--- config.mk ---
export PLATFORM = sky130hd
export DESIGN_NAME = ring_top
export DESIGN_NICKNAME = d
export VERILOG_FILES = /design/src/rtl/nic_pkg.sv /design/src/rtl/pnode.sv /design/src/rtl/nic_ager.sv /design/src/rtl/node_ring.sv /design/src/rtl/ring_host_bridge.sv /design/src/rtl/ring_top.sv
export SDC_FILE = /design/constraint.sdc
export NUM_CORES = 1
export LEC_CHECK = 0
export BUFFER_PORTS_ARGS = -buffer_cell sky130_fd_sc_hd__buf_2
export CORE_ASPECT_RATIO = 1.5
export CORE_UTILIZATION = 50
export DETAILED_ROUTE_END_ITERATION = 10
export GPL_TIMING_DRIVEN = 0
export PLACE_DENSITY = 0.64
export SYNTH_ARGS = -nofsm -noshare
export SYNTH_HDL_FRONTEND = slang
export SYNTH_HIERARCHICAL = 1
export SYNTH_SLANG_ARGS = --single-unit
--- constraint.sdc ---
create_clock -name clk_i -period 10.3 [get_ports clk_i]
set_input_delay 3.09 -clock clk_i [delete_from_list [all_inputs] [get_ports clk_i]]
set_output_delay 3.09 -clock clk_i [all_outputs]
set_load 0.02 [all_outputs]
--- src/rtl/nic_pkg.sv ---
`default_nettype none

package nic_pkg;

  // ============================================================
  // Ring geometry
  // ============================================================

  // Nodes sit at ids 1 to NUM_NODES, the host bridge owns id 0
  localparam int         NUM_NODES     = 8;
  localparam logic [3:0] HOST_ID       = 4'd0;
  localparam int         REGS_PER_NODE = 4;

  // Laps a packet may complete before the ager takes it off the ring
  localparam int         AGE_LIMIT     = 3;

  // One registered stage per node plus the ager, so a full lap is
  // NUM_NODES + 1 clocks from the bridge back to the bridge
  localparam int         RING_LATENCY  = NUM_NODES + 1;

  // ============================================================
  // Packet format
  // ============================================================

  typedef enum logic [1:0] {
    CMD_NOP = 2'd0,
    CMD_WR  = 2'd1,
    CMD_RD  = 2'd2,
    CMD_RSP = 2'd3
  } pkt_cmd_e;

  // One ring slot, moved a stage per clock
  typedef struct packed {
    logic        valid;
    logic [3:0]  did;
    logic [3:0]  sid;
    logic [1:0]  age;
    pkt_cmd_e    cmd;
    logic [1:0]  reg_sel;
    logic [15:0] data;
  } Packet;

  // ============================================================
  // Host register map
  // ============================================================

  localparam int AXI_ADDR_W = 4;
  localparam int AXI_DATA_W = 32;

  localparam logic [1:0] AXI_OKAY   = 2'b00;
  localparam logic [1:0] AXI_SLVERR = 2'b10;

  localparam logic [AXI_ADDR_W-1:0] ADDR_TX     = 4'h0;
  localparam logic [AXI_ADDR_W-1:0] ADDR_RX     = 4'h4;
  localparam logic [AXI_ADDR_W-1:0] ADDR_STATUS = 4'h8;

  // TX word layout, low bit of each field
  localparam int TX_CMD_LO  = 30;
  localparam int TX_DID_LO  = 24;
  localparam int TX_REG_LO  = 16;
  localparam int TX_DATA_LO = 0;

  // RX word layout
  localparam int RX_VALID_BIT = 31;
  localparam int RX_ERR_BIT   = 30;
  localparam int RX_ID_LO     = 24;
  localparam int RX_DATA_LO   = 0;

  // STATUS word layout
  localparam int ST_BUSY_BIT = 31;
  localparam int ST_DROPS_LO = 0;

endpackage

`default_nettype wire

--- src/rtl/pnode.sv ---
`timescale 1ns/1ns
`default_nettype none

module pnode import nic_pkg::*; (
  input  wire logic [3:0] node_id_i,
  input  wire logic       rst_n_i,
  input  wire logic       clk_i,
  input  wire Packet      packet_i,
  output Packet           packet_o
);

  // Local register file, indexed by the packet's reg_sel field
  logic [15:0] regs_q [REGS_PER_NODE];
  Packet       packet_q;
  logic        serve;
  logic [15:0] rsp_data;

  // ============================================================
  // Request decode
  // ============================================================

  // Only requests addressed to this node are answered, a response or NOP
  // with a matching did simply passes on
  assign serve = packet_i.valid
              && (packet_i.did == node_id_i)
              && ((packet_i.cmd == CMD_WR) || (packet_i.cmd == CMD_RD));

  // A write echoes its own data, a read returns the stored value
  assign rsp_data = (packet_i.cmd == CMD_WR) ? packet_i.data : regs_q[packet_i.reg_sel];

  // ============================================================
  // Slot register and register file
  // ============================================================

  always_ff @(posedge clk_i or negedge rst_n_i) begin
    if (!rst_n_i) begin
      packet_q <= '0;
      for (int i = 0; i < REGS_PER_NODE; i++) begin
        regs_q[i] <= '0;
      end
    end else begin
      if (serve) begin
        if (packet_i.cmd == CMD_WR) begin
          regs_q[packet_i.reg_sel] <= packet_i.data;
        end
        // The slot is turned around in place and sent back to its source
        packet_q.valid   <= 1'b1;
        packet_q.did     <= packet_i.sid;
        packet_q.sid     <= node_id_i;
        packet_q.age     <= '0;
        packet_q.cmd     <= CMD_RSP;
        packet_q.reg_sel <= packet_i.reg_sel;
        packet_q.data    <= rsp_data;
      end else begin
        packet_q <= packet_i;
      end
    end
  end

  assign packet_o = packet_q;

  // A fresh response carrying this node as source (age still zero, it has
  // not yet passed the ager) must come from a valid request sent here
  a_rsp_from_valid: assert property (@(posedge clk_i) disable iff (!rst_n_i)
    (packet_o.valid && (packet_o.cmd == CMD_RSP) && (packet_o.sid == node_id_i)
      && (packet_o.age == 2'd0))
    |-> $past(packet_i.valid && (packet_i.did == node_id_i)));

endmodule

`default_nettype wire

--- src/rtl/nic_ager.sv ---
`timescale 1ns/1ns
`default_nettype none

module nic_ager import nic_pkg::*; (
  input  wire logic  rst_n_i,
  input  wire logic  clk_i,
  input  wire Packet packet_i,
  output Packet      packet_o,
  output logic       drop_o,
  output logic [7:0] drop_count_o
);

  Packet      packet_q;
  logic       drop_q;
  logic [7:0] drop_count_q;
  logic       expire;

  // This pass would complete the last permitted lap, so the slot goes
  // no further (typically a request to an id nobody owns)
  assign expire = packet_i.valid && (packet_i.age == 2'(AGE_LIMIT - 1));

  always_ff @(posedge clk_i or negedge rst_n_i) begin
    if (!rst_n_i) begin
      packet_q     <= '0;
      drop_q       <= 1'b0;
      drop_count_q <= '0;
    end else begin
      drop_q <= expire;
      if (expire) begin
        packet_q <= '0;
        // Counter sticks at its maximum rather than wrapping
        if (drop_count_q != '1) begin
          drop_count_q <= drop_count_q + 8'd1;
        end
      end else begin
        packet_q <= packet_i;
        if (packet_i.valid) begin
          packet_q.age <= packet_i.age + 2'd1;
        end
      end
    end
  end

  assign packet_o     = packet_q;
  assign drop_o       = drop_q;
  assign drop_count_o = drop_count_q;

  // Every drop pulse stems from an occupied slot one clock earlier, and that
  // slot is a request, since the bridge claims each response on its first lap
  a_drop_needs_slot: assert property (@(posedge clk_i) disable iff (!rst_n_i)
    drop_o |-> $past(packet_i.valid && (packet_i.cmd != CMD_RSP)));

endmodule

`default_nettype wire

--- src/rtl/node_ring.sv ---
`timescale 1ns/1ns
`default_nettype none

module node_ring import nic_pkg::*; (
  input  wire logic  rst_n_i,
  input  wire logic  clk_i,
  input  wire Packet packet_i,
  output Packet      packet_o,
  output logic       drop_o,
  output logic [7:0] drop_count_o
);

  // Entry 0 is the ring input, entry k the output of node k
  Packet [NUM_NODES:0] packets;

  assign packets[0] = packet_i;

  // ============================================================
  // Node chain, ids 1 to NUM_NODES
  // ============================================================

  for (genvar g = 0; g < NUM_NODES; g++) begin : g_nodes
    pnode i_pnode (
      .node_id_i (4'(g + 1)),
      .rst_n_i   (rst_n_i),
      .clk_i     (clk_i),
      .packet_i  (packets[g]),
      .packet_o  (packets[g+1])
    );
  end

  // The ager closes the lap and hands the slot back to the bridge
  nic_ager i_nic_ager (
    .rst_n_i      (rst_n_i),
    .clk_i        (clk_i),
    .packet_i     (packets[NUM_NODES]),
    .packet_o     (packet_o),
    .drop_o       (drop_o),
    .drop_count_o (drop_count_o)
  );

endmodule

`default_nettype wire

--- src/rtl/ring_host_bridge.sv ---
`timescale 1ns/1ns
`default_nettype none

module ring_host_bridge import nic_pkg::*; (
  input  wire logic                  rst_n_i,
  input  wire logic                  clk_i,
  input  wire logic [AXI_ADDR_W-1:0] s_awaddr_i,
  input  wire logic                  s_awvalid_i,
  output logic                       s_awready_o,
  input  wire logic [AXI_DATA_W-1:0] s_wdata_i,
  input  wire logic                  s_wvalid_i,
  output logic                       s_wready_o,
  output logic [1:0]                 s_bresp_o,
  output logic                       s_bvalid_o,
  input  wire logic                  s_bready_i,
  input  wire logic [AXI_ADDR_W-1:0] s_araddr_i,
  input  wire logic                  s_arvalid_i,
  output logic                       s_arready_o,
  output logic [AXI_DATA_W-1:0]      s_rdata_o,
  output logic [1:0]                 s_rresp_o,
  output logic                       s_rvalid_o,
  input  wire logic                  s_rready_i,
  output Packet                      ring_o,
  input  wire Packet                 ring_i,
  input  wire logic                  drop_i,
  input  wire logic [7:0]            drop_count_i
);

  typedef enum logic [1:0] {IDLE, INJECT, WAIT_RSP, RESP} state_e;

  state_e                  state_q;
  Packet                   req_q;
  logic                    awready_q;
  logic                    bvalid_q;
  logic [1:0]              bresp_q;
  logic                    arready_q;
  logic                    rvalid_q;
  logic [1:0]              rresp_q;
  logic [AXI_DATA_W-1:0]   rdata_q;
  logic                    rx_valid_q;
  logic                    rx_err_q;
  logic [3:0]              rx_id_q;
  logic [15:0]             rx_data_q;
  logic                    wr_hs;
  logic                    ar_hs;
  logic                    busy;
  logic                    cmd_ok;
  logic                    tx_go;
  logic                    wr_err;
  logic                    rsp_hit;
  pkt_cmd_e                tx_cmd;
  logic [AXI_DATA_W-1:0]   rx_word;
  logic [AXI_DATA_W-1:0]   status_word;

  // ============================================================
  // Host side decode
  // ============================================================

  // AWREADY and WREADY are one register, so both channels complete together
  assign wr_hs  = awready_q && s_awvalid_i && s_wvalid_i;
  assign ar_hs  = arready_q && s_arvalid_i;
  assign busy   = (state_q != IDLE);
  assign tx_cmd = pkt_cmd_e'(s_wdata_i[TX_CMD_LO +: 2]);
  assign cmd_ok = (tx_cmd == CMD_WR) || (tx_cmd == CMD_RD);
  assign tx_go  = wr_hs && (s_awaddr_i == ADDR_TX) && !busy && cmd_ok;
  // Rejected writes still get a B response, they are just never injected
  assign wr_err = (s_awaddr_i != ADDR_TX) || busy || !cmd_ok;

  // Our response is back, only one request is ever outstanding
  assign rsp_hit = (state_q == WAIT_RSP) && ring_i.valid
                && (ring_i.cmd == CMD_RSP) && (ring_i.did == HOST_ID);

  always_comb begin
    rx_word                     = '0;
    rx_word[RX_VALID_BIT]       = rx_valid_q;
    rx_word[RX_ERR_BIT]         = rx_err_q;
    rx_word[RX_ID_LO +: 4]      = rx_id_q;
    rx_word[RX_DATA_LO +: 16]   = rx_data_q;
    status_word                 = '0;
    status_word[ST_BUSY_BIT]    = busy;
    status_word[ST_DROPS_LO +: 8] = drop_count_i;
  end

  // ============================================================
  // Ring side
  // ============================================================

  // Unclaimed slots pass straight through, so a lap stays RING_LATENCY long
  always_comb begin
    ring_o = ring_i;
    if (rsp_hit) begin
      ring_o = '0;
    end
    if (state_q == INJECT) begin
      ring_o = req_q;
    end
  end

  always_ff @(posedge clk_i) begin
    if (tx_go) begin
      req_q.valid   <= 1'b1;
      req_q.did     <= s_wdata_i[TX_DID_LO +: 4];
      req_q.sid     <= HOST_ID;
      req_q.age     <= '0;
      req_q.cmd     <= tx_cmd;
      req_q.reg_sel <= s_wdata_i[TX_REG_LO +: 2];
      req_q.data    <= s_wdata_i[TX_DATA_LO +: 16];
    end
  end

  // Request FSM and the RX register it fills
  always_ff @(posedge clk_i or negedge rst_n_i) begin
    if (!rst_n_i) begin
      state_q    <= IDLE;
      rx_valid_q <= 1'b0;
      rx_err_q   <= 1'b0;
      rx_id_q    <= '0;
      rx_data_q  <= '0;
    end else begin
      if (ar_hs && (s_araddr_i == ADDR_RX)) begin
        rx_valid_q <= 1'b0;
      end
      case (state_q)
        IDLE: begin
          if (tx_go) begin
            state_q <= INJECT;
          end
        end
        INJECT: state_q <= WAIT_RSP;
        WAIT_RSP: begin
          if (rsp_hit) begin
            rx_err_q  <= 1'b0;
            rx_id_q   <= ring_i.sid;
            rx_data_q <= ring_i.data;
            state_q   <= RESP;
          end else if (drop_i) begin
            // Nobody answered, report the id we tried
            rx_err_q  <= 1'b1;
            rx_id_q   <= req_q.did;
            rx_data_q <= '0;
            state_q   <= RESP;
          end
        end
        RESP: begin
          // Setting valid wins over a read-clear in the same cycle
          rx_valid_q <= 1'b1;
          state_q    <= IDLE;
        end
        default: state_q <= IDLE;
      endcase
    end
  end

  // ============================================================
  // AXI4-Lite write and read channels
  // ============================================================

  always_ff @(posedge clk_i or negedge rst_n_i) begin
    if (!rst_n_i) begin
      awready_q <= 1'b0;
      bvalid_q  <= 1'b0;
      bresp_q   <= AXI_OKAY;
    end else begin
      if (wr_hs) begin
        awready_q <= 1'b0;
        bvalid_q  <= 1'b1;
        bresp_q   <= wr_err ? AXI_SLVERR : AXI_OKAY;
      end else if (s_awvalid_i && s_wvalid_i && !bvalid_q) begin
        awready_q <= 1'b1;
      end
      if (bvalid_q && s_bready_i) begin
        bvalid_q <= 1'b0;
      end
    end
  end

  always_ff @(posedge clk_i or negedge rst_n_i) begin
    if (!rst_n_i) begin
      arready_q <= 1'b0;
      rvalid_q  <= 1'b0;
      rresp_q   <= AXI_OKAY;
      rdata_q   <= '0;
    end else begin
      if (ar_hs) begin
        arready_q <= 1'b0;
        rvalid_q  <= 1'b1;
        case (s_araddr_i)
          ADDR_RX: begin
            rdata_q <= rx_word;
            rresp_q <= AXI_OKAY;
          end
          ADDR_STATUS: begin
            rdata_q <= status_word;
            rresp_q <= AXI_OKAY;
          end
          // TX is write only
          default: begin
            rdata_q <= '0;
            rresp_q <= AXI_SLVERR;
          end
        endcase
      end else if (s_arvalid_i && !rvalid_q) begin
        arready_q <= 1'b1;
      end
      if (rvalid_q && s_rready_i) begin
        rvalid_q <= 1'b0;
      end
    end
  end

  assign s_awready_o = awready_q;
  assign s_wready_o  = awready_q;
  assign s_bvalid_o  = bvalid_q;
  assign s_bresp_o   = bresp_q;
  assign s_arready_o = arready_q;
  assign s_rvalid_o  = rvalid_q;
  assign s_rresp_o   = rresp_q;
  assign s_rdata_o   = rdata_q;

  // While waiting only aged traffic from the ager may leave, never a new request
  a_no_inject_waiting: assert property (@(posedge clk_i) disable iff (!rst_n_i)
    (state_q == WAIT_RSP) |-> !(ring_o.valid && (ring_o.age == 2'd0)));

  // Any node answers after exactly one lap
  a_fixed_latency: assert property (@(posedge clk_i) disable iff (!rst_n_i)
    rsp_hit |-> $past(state_q == INJECT, RING_LATENCY));

endmodule

`default_nettype wire

--- src/rtl/ring_top.sv ---
`timescale 1ns/1ns
`default_nettype none

module ring_top import nic_pkg::*; (
  input  wire logic                  rst_n_i,
  input  wire logic                  clk_i,
  input  wire logic [AXI_ADDR_W-1:0] s_awaddr_i,
  input  wire logic                  s_awvalid_i,
  output logic                       s_awready_o,
  input  wire logic [AXI_DATA_W-1:0] s_wdata_i,
  input  wire logic                  s_wvalid_i,
  output logic                       s_wready_o,
  output logic [1:0]                 s_bresp_o,
  output logic                       s_bvalid_o,
  input  wire logic                  s_bready_i,
  input  wire logic [AXI_ADDR_W-1:0] s_araddr_i,
  input  wire logic                  s_arvalid_i,
  output logic                       s_arready_o,
  output logic [AXI_DATA_W-1:0]      s_rdata_o,
  output logic [1:0]                 s_rresp_o,
  output logic                       s_rvalid_o,
  input  wire logic                  s_rready_i
);

  // Slot leaving the bridge and slot coming back from the ager
  Packet      ring_fwd;
  Packet      ring_ret;
  logic       drop;
  logic [7:0] drop_count;

  ring_host_bridge i_ring_host_bridge (
    .rst_n_i      (rst_n_i),
    .clk_i        (clk_i),
    .s_awaddr_i   (s_awaddr_i),
    .s_awvalid_i  (s_awvalid_i),
    .s_awready_o  (s_awready_o),
    .s_wdata_i    (s_wdata_i),
    .s_wvalid_i   (s_wvalid_i),
    .s_wready_o   (s_wready_o),
    .s_bresp_o    (s_bresp_o),
    .s_bvalid_o   (s_bvalid_o),
    .s_bready_i   (s_bready_i),
    .s_araddr_i   (s_araddr_i),
    .s_arvalid_i  (s_arvalid_i),
    .s_arready_o  (s_arready_o),
    .s_rdata_o    (s_rdata_o),
    .s_rresp_o    (s_rresp_o),
    .s_rvalid_o   (s_rvalid_o),
    .s_rready_i   (s_rready_i),
    .ring_o       (ring_fwd),
    .ring_i       (ring_ret),
    .drop_i       (drop),
    .drop_count_i (drop_count)
  );

  node_ring i_node_ring (
    .rst_n_i      (rst_n_i),
    .clk_i        (clk_i),
    .packet_i     (ring_fwd),
    .packet_o     (ring_ret),
    .drop_o       (drop),
    .drop_count_o (drop_count)
  );

endmodule

`default_nettype wire

; Word level (Yosys, flattened, before mapping)
; Index checks and enable logic that the tools add are counted.
[op_classes]
n_addsub = 2
n_lt_le_gt_ge = 16
eq_ne = 36
n_mux = 91
bitwise = 8
n_reduce_logical = 78
[op_table]
columns = op, count
row1 = 2-to-1 mux 16 bit, 34
row2 = bitwise mux 64 bit, 8
row3 = 2-to-1 mux 31 bit, 11
row4 = binary-select mux 16 bit (select 2 bit), 8
row5 = demux 16 bit (select 2 bit), 8
row6 = case mux 32 bit (2 select lines), 1
row7 = logical AND 1 bit, 40
row8 = equality test 2 bit (second input constant), 13
row9 = >= comparator 3 bit (second input constant), 8
row10 = less-than comparator 3 x 1 -> 1 bit (second input constant), 8
row11 = inverter 2 -> 3 bit, 8
row12 = AND reduction 2 bit, 11
row13 = equality test 2 x 1 -> 1 bit (second input constant), 10
row14 = equality test 4 x 3 -> 1 bit (second input constant), 5
row15 = nonzero test 2 bit, 7
row16 = 2-to-1 mux 1 bit, 12
row17 = 2-to-1 mux 2 bit, 6
row18 = logical OR 1 bit, 11
row19 = adder 8 x 1 -> 8 bit (second input constant), 1
row20 = equality test 4 x 2 -> 1 bit (second input constant), 2
row21 = equality test 4 bit (second input constant), 2
row22 = zero test 4 bit, 2
row23 = 2-to-1 mux 4 bit, 2
row24 = inequality test 8 bit (second input constant), 1
row25 = other kinds (9), 12
[totals]
reg_bits = 888
in_bits = 47
word_cells = 344

; Depth between registers and ports, before layout
; Gate-level depths: netlist of run 1.
[logic_depth]
ltp_word = 12
mapped_depth = 16

; Modules after synthesis
; The synthesis of run 1 kept the hierarchy.
[modules_own_cells]
columns = mod, instances, cells_each, area_per_inst_um2, seq_area_each_um2
row1 = pnode, 8, 238, 4167.7, 2377.3
row2 = ring_host_bridge, 1, 286, 3379.5, 2021.9
row3 = nic_ager, 1, 106, 1447.6, 1001.0
row4 = node_ring, 1, 2, 7.5, 0.0

; Worst setup path after synthesis of run 1
; OpenSTA, ideal clock, no wires.
[synth_timing]
path_kind = in2reg
start = in s_awaddr_i[1]
end = reg i_ring_host_bridge/req_q[0] (netlist name), enable pin
setup_ns = 0.469
arrival_time_ns = 6.132
required_time_ns = 9.831
slack_ns = 3.699
stages = 2
n_path_buf = 0
cell_sequence = or4_4 -> nor4_1
[synth_between]
elab_chain_len = 4
[synth_lines]
columns = item, line
row1 = "start, declared", ring_top.sv:7  ; input wire logic [AXI_ADDR_W-1:0] s_awaddr_i,
row2 = zero test 4 bit, ring_host_bridge.sv:65  ; assign tx_go = wr_hs && (s_awaddr_i == ADDR_TX) && !busy && cmd_ok;
row3 = logical AND 1 bit (3 in series), ring_host_bridge.sv:65
row4 = net i_ring_host_bridge.tx_go, ring_host_bridge.sv:48  ; logic tx_go;
row5 = "end, declared", ring_host_bridge.sv:32  ; Packet req_q;
; The timed path passes the listed nets, and every way through them passes these cells.
; A chain may end at the register's enable or synchronous reset.

; Worst setup path in the final report of run 1
[layout_timing]
start = in s_awaddr_i[1]
end = reg i_ring_host_bridge/req_q[16] (netlist name), enable pin
; The elaborated chain is that of the path after synthesis.

==> flow_summary_export.csv, run 1 <==
group,metric,value,unit
layout,finalNonFillerCells,3610,
critical_path,critPathMaxFanout,10,
logic_synthesis,synthCells,2298,
drt,drt-pass1-iter-count,5,
global_route,antenna_found_initial,0,
timing,worst_slew_pin_slew,1.07,ns
layout,fin_nets,2612,
timing,maxSlewViolCount,0,
logic_synthesis,yosysSeqAreaShare,0.577,
drt,routedWlPerCell,21.0,microns
drt,drc,0,
drt,ant_nets,0,
timing,fin_crit,4.46,ns
layout,area_growth,13.1,%
flow_run,drv_cap,0,
logic_synthesis,synth_top_flop_cell,"dfrtp_1",
global_route,grt_overflow,0,
critical_path,end_kind,"flip-flop",
floorplanning,coreArea,75300,sq um
drt,via_per_inst,5.37,
clock_tree,post_cts_resized,0,
logic_synthesis,yosysWarnings,6,
pwr,total_leakage_power,21.1,nW
timing,rsz0062_at_grt,"no",
timing,tns,0,ns
logic_synthesis,syn_area,38200,sq um
critical_path,start_kind,"input pin",
critical_path,crit_type,"in -> reg",
floorplanning,die_h,340,microns
clock_tree,htree_levels,3,
drt,dr_wl_met3,2430,microns
pwr,p_int,7.25,mW
clock_tree,post_cts_buffers,0,
timing,finalSetupViolCount,0,
clock_tree,cts_tree,"built",
pwr,power_frac_comb,0.226,
critical_path,arrival,4.80,ns
placed_design,routabilityCongestion,0.844,
floorplanning,rows,123,
layout,final_layout_size_suffix_gt1_frac,0.474,
global_route,grt_pass1_wl,123000,microns
logic_synthesis,yosys.area.top_type,"dfrtp_1",
clock_tree,cts.sinks,876,
pwr,power_frac_clock,0.308,
global_route,first_global_vias,22100,
logic_synthesis,avgSynthCellArea,16.6,sq um
timing,fin_crit_sh,0.433,
drt,wl,75700,microns
global_route,gr-usage-all-layers,0.206,
pwr,power_switching,3.16,mW
placed_design,port_buffers,67,
min_path,hold_class,"reg -> reg",
drt,top_layer,"met4",
logic_synthesis,yosysTopAreaCellShare,0.558,
logic_synthesis,synth_cell_types,58,
timing,max_freq,224,MHz
run_status,status,"completed",
logic_synthesis,async_reset_ff_frac,0.973,
placed_design,dp_hpwl,51300,microns
drt,wl_met2,41100,microns
drt,drt-met1-wl,29800,microns
clock_tree,clock_latency,0.64,ns
floorplanning,die-area,77500,sq um
timing,slew_headroom,0.280,
floorplanning,fp.dieW,228,microns
drt,vias,19400,
clock_tree,cts_hold_buf,0,
layout,antenna-diode-count,0,
clock_tree,clockBufferDepth,3,
pwr,irDropWorstVdd,136,uV
timing,fin_worst_skew,0.0220,ns
critical_path,required,10.63,ns
clock_tree,cts_root_buffer,"clkbuf_16",
pwr,p_per_area,241,nW/um^2
floorplanning,io_pins,88,
logic_synthesis,synth_edf_count,24,
timing,finalHoldViolCount,0,
floorplanning,start_util,0.507,
pwr,swShare,0.304,
placed_design,place_inst,3455,
logic_synthesis,ys_ff_latch,876,
pwr,pwr-share-seq,0.465,
clock_tree,cts_buffers,85,
global_route,grt_max_degree,134,
clock_tree,clk_pin_slew,0.06,ns
drt,drtIter0Drc,809,
logic_synthesis,synth_area_leaders,"dfrtp_1 (56%), mux2_2 (16%), mux4_2 (7.6%), mux2_4 (6.3%), edfxtp_1 (1.9%)",
## power by group through the flow
stage	Clock (mW)	Combinational, mW	Sequential, mW
floorplan	0	1.82	4.61
global placement	0	2.33	4.87
detailed placement	0	2.39	4.90
CTS	3.31	2.41	4.85
global route	3.44	2.57	4.94
finish	3.21	2.36	4.84
## worst max-delay path, stage by stage
cell	delay, ns
buf_2	0.10
or4_4	0.55
nor4_2	0.74
buf_4	0.32
## cells in the final DEF, fill, tap and decap left out, drive strengths merged, types with 26 or more instances in the layout
cell,n
a22o,33
and2,52
buf,170
clkbuf,159
conb,84
dfrtp,852
inv,51
mux2,711
mux4,128
nand2,83
nor4,28
o21ai,28
xnor2,26
## registers in the layout, summed over array words and instances, names as in the netlist, 2 cells and up
name                                  cells
i_ring_host_bridge/req_q                 24
i_node_ring/i_nic_ager/packet_o          31
i_node_ring/g_nodes.i_pnode/packet_o    248
i_ring_host_bridge/rx_id_q                4
i_node_ring/g_nodes.i_pnode/regs_q      512
i_ring_host_bridge/rx_data_q             16
i_ring_host_bridge/s_rdata_o             22
i_node_ring/i_nic_ager/drop_count_o       8
i_ring_host_bridge/state_q                2
## metal layers
metal,global-route usage,vias up
li1,-,8695
met1,0.247,10300
met2,0.369,250
met3,0.0283,136
met4,0.0810,0
met5,0,-
## logic make-up (layout without fill, tap and decap cells)
kind of cell               count (synthesis)  count (layout)  share of synthesized area
muxes                                    842             842                      0.302
other                                      3              84                   0.000295
xor gates and xnor gates                  29              29                    0.00980
AOI/OAI and AO/OA                         84              84                     0.0164
buffers and inverters                    186             417                     0.0346
adders and majority gates                 23              23                    0.00754
DFF                                      876             876                      0.577
and+or+nand+nor                          255             255                     0.0522
## path summary, 6_finish.rpt
kind,start,to,cells past startpoint,slack (ns)
setup / recovery,s_awaddr_i[1],i_ring_host_bridge/req_q[16],4,5.84
hold / removal,i_node_ring/g_nodes[4].i_pnode/packet_o[17],i_node_ring/g_nodes[5].i_pnode/packet_o[17],0,0.39
setup reg to reg,i_ring_host_bridge/state_q[0],i_node_ring/g_nodes[0].i_pnode/packet_o[10],13,6.21
hold reg to reg,i_node_ring/g_nodes[4].i_pnode/packet_o[17],i_node_ring/g_nodes[5].i_pnode/packet_o[17],0,0.39
max in group asynchronous,rst_n_i,i_node_ring/g_nodes[3].i_pnode/regs_q[21],3,6.22
min in group asynchronous,rst_n_i,i_ring_host_bridge/s_rdata_o[10],1,2.39
## cells in the mapped netlist (all sizes together) (12+ instances only)
cell / n
nand2: 83
and2: 52
o21ai: 28
inv: 47
ha: 23
edfxtp: 24
nand2b: 12
nand3: 22
xnor2: 26
or4: 17
nor4: 28
buf: 94
mux4: 128
clkbuf: 44
a22o: 33
mux2: 711
or2b: 16
dfrtp: 852
## cell type report
class,count,area (sq um)
Fill cell,5827,32100
Sequential cell,876,22000
Multi-Input combinational cell,1317,15100
Clock buffer,115,2430
Tap cell,1000,1250
Buffer,138,1140
Timing Repair Buffer,76,553
Clock inverter,40,465
Inverter,48,181
## stage by stage
stage	hold WS [ns]	area [sq um]	util	total power, mW	setup WS (ns)
2_1_floorplan	0.369	38500	-	6.43	3.70
3_3_place_gp	0.383	40100	0.532	7.20	-10.96
3_5_place_dp	0.379	40300	0.535	7.29	5.18
4_1_cts	0.393	43200	0.574	10.6	5.84
5_1_grt	0.417	43200	0.574	11.0	5.77
6_report	0.392	43200	0.574	10.4	5.84
No activity file was read; power rests on OpenSTA's default activity.
==> run 2: changes to the inputs <==
PLACE_DENSITY = 0.67   (was 0.64)
clock period = 3.7 ns   (was 10.3 ns; I/O delays follow)
==> run 2 against run 1 <==
Compared with the run above:
- via count grew 0.31%
- combinational power grew to 2.8 times the previous value
- clock skew shrank 0.0043 ns
- critical endpoint is now i_node_ring/g_nodes[0].i_pnode/packet_o[28]
- worst hold slack lost 0.039 ns
- final cell count is essentially flat
==> flow_summary_export.csv, run 2 (same netlist as run 1, synthesis figures left out) <==
group,metric,value,unit
floorplanning,rows,123,
critical_path,required,4.22,ns
pwr,total_leakage_power,21.1,nW
timing,slew_headroom,0.271,
global_route,antenna_found_initial,0,
global_route,grt_max_degree,133,
pwr,power_frac_comb,0.229,
timing,fin_worst_skew,0.0177,ns
floorplanning,die_h,340,microns
clock_tree,cts_root_buffer,"clkbuf_16",
critical_path,critPathMaxFanout,10,
drt,wl,75100,microns
floorplanning,io_pins,88,
placed_design,port_buffers,67,
timing,finalSetupViolCount,0,
clock_tree,cts.sinks,876,
layout,area_growth,13.0,%
layout,final_common_cell,"dfrtp_1",
pwr,power_frac_clock,0.299,
drt,drt-pass1-iter-count,5,
pwr,swShare,0.306,
drt,vias,19500,
timing,worst_slew_pin_slew,1.08,ns
critical_path,crit_type,"reg -> reg",
global_route,grt_pass1_wl,122000,microns
timing,maxSlewViolCount,0,
global_route,gr-usage-all-layers,0.204,
flow_run,drv_cap,0,
min_path,hold_class,"in -> async",
layout,antenna-diode-count,0,
clock_tree,cts_buffers,83,
drt,routedWlPerCell,20.8,microns
placed_design,routabilityCongestion,0.819,
floorplanning,fp.dieW,228,microns
clock_tree,clk_pin_slew,0.06,ns
pwr,irDropWorstVdd,368,uV
drt,ant_nets,0,
clock_tree,clockBufferDepth,3,
drt,drtIter0Drc,912,
pwr,p_int,19.9,mW
drt,drc,0,
placed_design,dp_hpwl,50900,microns
floorplanning,die-area,77500,sq um
clock_tree,clock_latency,0.64,ns
timing,max_freq,292,MHz
layout,fin_nets,2613,
placed_design,place_inst,3454,
run_status,status,"completed",
clock_tree,htree_levels,3,
layout,largest_reg_flops,512,
layout,nFillCells,5755,
pwr,power_switching,8.75,mW
critical_path,start_kind,"flip-flop",
layout,regMostFlops,"i_node_ring/g_nodes.i_pnode/regs_q",
timing,rsz0062_at_grt,"no",
timing,finalHoldViolCount,0,
critical_path,rr_worst_depth,11,
global_route,first_global_vias,22000,
floorplanning,start_util,0.507,
drt,via_per_inst,5.39,
timing,fin_crit_sh,0.927,
pwr,p_per_area,664,nW/um^2
pwr,pwr-share-seq,0.472,
critical_path,end_kind,"flip-flop",
critical_path,arrival,3.95,ns
clock_tree,cts_tree,"built",
layout,layout_common_cells,"dfrtp_1 (852), mux2_2 (541), mux2_4 (161)",
layout,finalNonFillerCells,3609,
pwr,finalPower,28.6,mW
layout,final_layout_size_suffix_gt1_frac,0.473,
floorplanning,coreArea,75300,sq um
timing,fin_crit,3.43,ns
global_route,grt_overflow,0,
clock_tree,cts_hold_buf,0,
[run 2: cell types whose count changed in the layout (fill, tap and decap cells not counted), moves of 2 or more]
cell | previous run | this run
clkinvlp_4 | 5 | 1
clkinv_1 | 2 | 0
clkbuf_8 | 23 | 26
clkinv_8 | 0 | 3
bufinv_16 | 9 | 5
clkinv_2 | 20 | 18
clkbuf_1 | 49 | 53
[run 2: final cells by class]
cell class | count | area, sq um | share of cell area
timing repair buffer | 80 | 622 | 0.0144
buffer | 137 | 1140 | 0.0264
sequential | 876 | 22000 | 0.511
tap | 1000 | 1250 | 0.0290
clock inverter | 29 | 318 | 0.00737
multi-input combinational | 1317 | 15100 | 0.351
inverter | 48 | 181 | 0.00421
clock buffer | 122 | 2450 | 0.0567
[run 2: critical path, cell delays in order (launching register included)]
cell      delay [ns]
dfrtp_1         0.42
inv_1           0.13
ha_1            0.16
clkbuf_1        0.39
clkbuf_1        0.36
nand2_1         0.10
o21ai_0         0.16
inv_1           0.13
ha_1            0.35
or3_2           0.53
clkbuf_1        0.25
mux2_2          0.34
[run 2: path summary, 6_finish.rpt]
path                            slack [ns]                                        start                                           to
worst max-delay path                  0.27                i_ring_host_bridge/state_q[1]  i_node_ring/g_nodes[0].i_pnode/packet_o[28]
worst min-delay path                  0.35                                      rst_n_i              i_ring_host_bridge/s_rdata_o[8]
worst max register to register        0.27                i_ring_host_bridge/state_q[1]  i_node_ring/g_nodes[0].i_pnode/packet_o[28]
worst min register to register        0.40  i_node_ring/g_nodes[4].i_pnode/packet_o[16]  i_node_ring/g_nodes[5].i_pnode/packet_o[16]
max in group asynchronous             0.67                                      rst_n_i    i_node_ring/g_nodes[3].i_pnode/regs_q[23]
min in group clk_i                    0.40  i_node_ring/g_nodes[4].i_pnode/packet_o[16]  i_node_ring/g_nodes[5].i_pnode/packet_o[16]
[run 2: power groups by stage]
stage | sequential (mW) | clock [mW] | combinational [mW]
3_3_place_gp | 13.5 | 0 | 6.45
6_report | 13.5 | 8.56 | 6.57
4_1_cts | 13.5 | 8.83 | 6.68
5_1_grt | 13.8 | 9.20 | 7.15
3_5_place_dp | 13.6 | 0 | 6.62
2_1_floorplan | 12.8 | 0 | 5.07
[run 2: routing by layer]
metal  track usage  wire [microns]
met5             0               0
met4        0.0836            2570
met3        0.0310            2770
met2         0.361           40200
met1         0.247           29500
[run 2: what timing repair did]
item	4_1_cts	5_1_grt
pin swaps	3	0
gates resized for setup	6	1
cloned	0	2
endpoints found under the setup margin	30	159
setup buffers	3	0
[run 2: through the flow]
stage               TNS [ns]   util  setup slack (ns)  hold WS (ns)  area (sq um)
CTS                        0  0.573            0.0457         0.336         43100
global route               0  0.573            0.0107         0.373         43100
finish                     0  0.573             0.270         0.352         43100
global placement           -  0.532            -15.59         0.392         40100
floorplan                  0      -             0.109         0.369         38500
detailed placement    -66.30  0.535            -0.532         0.392         40300
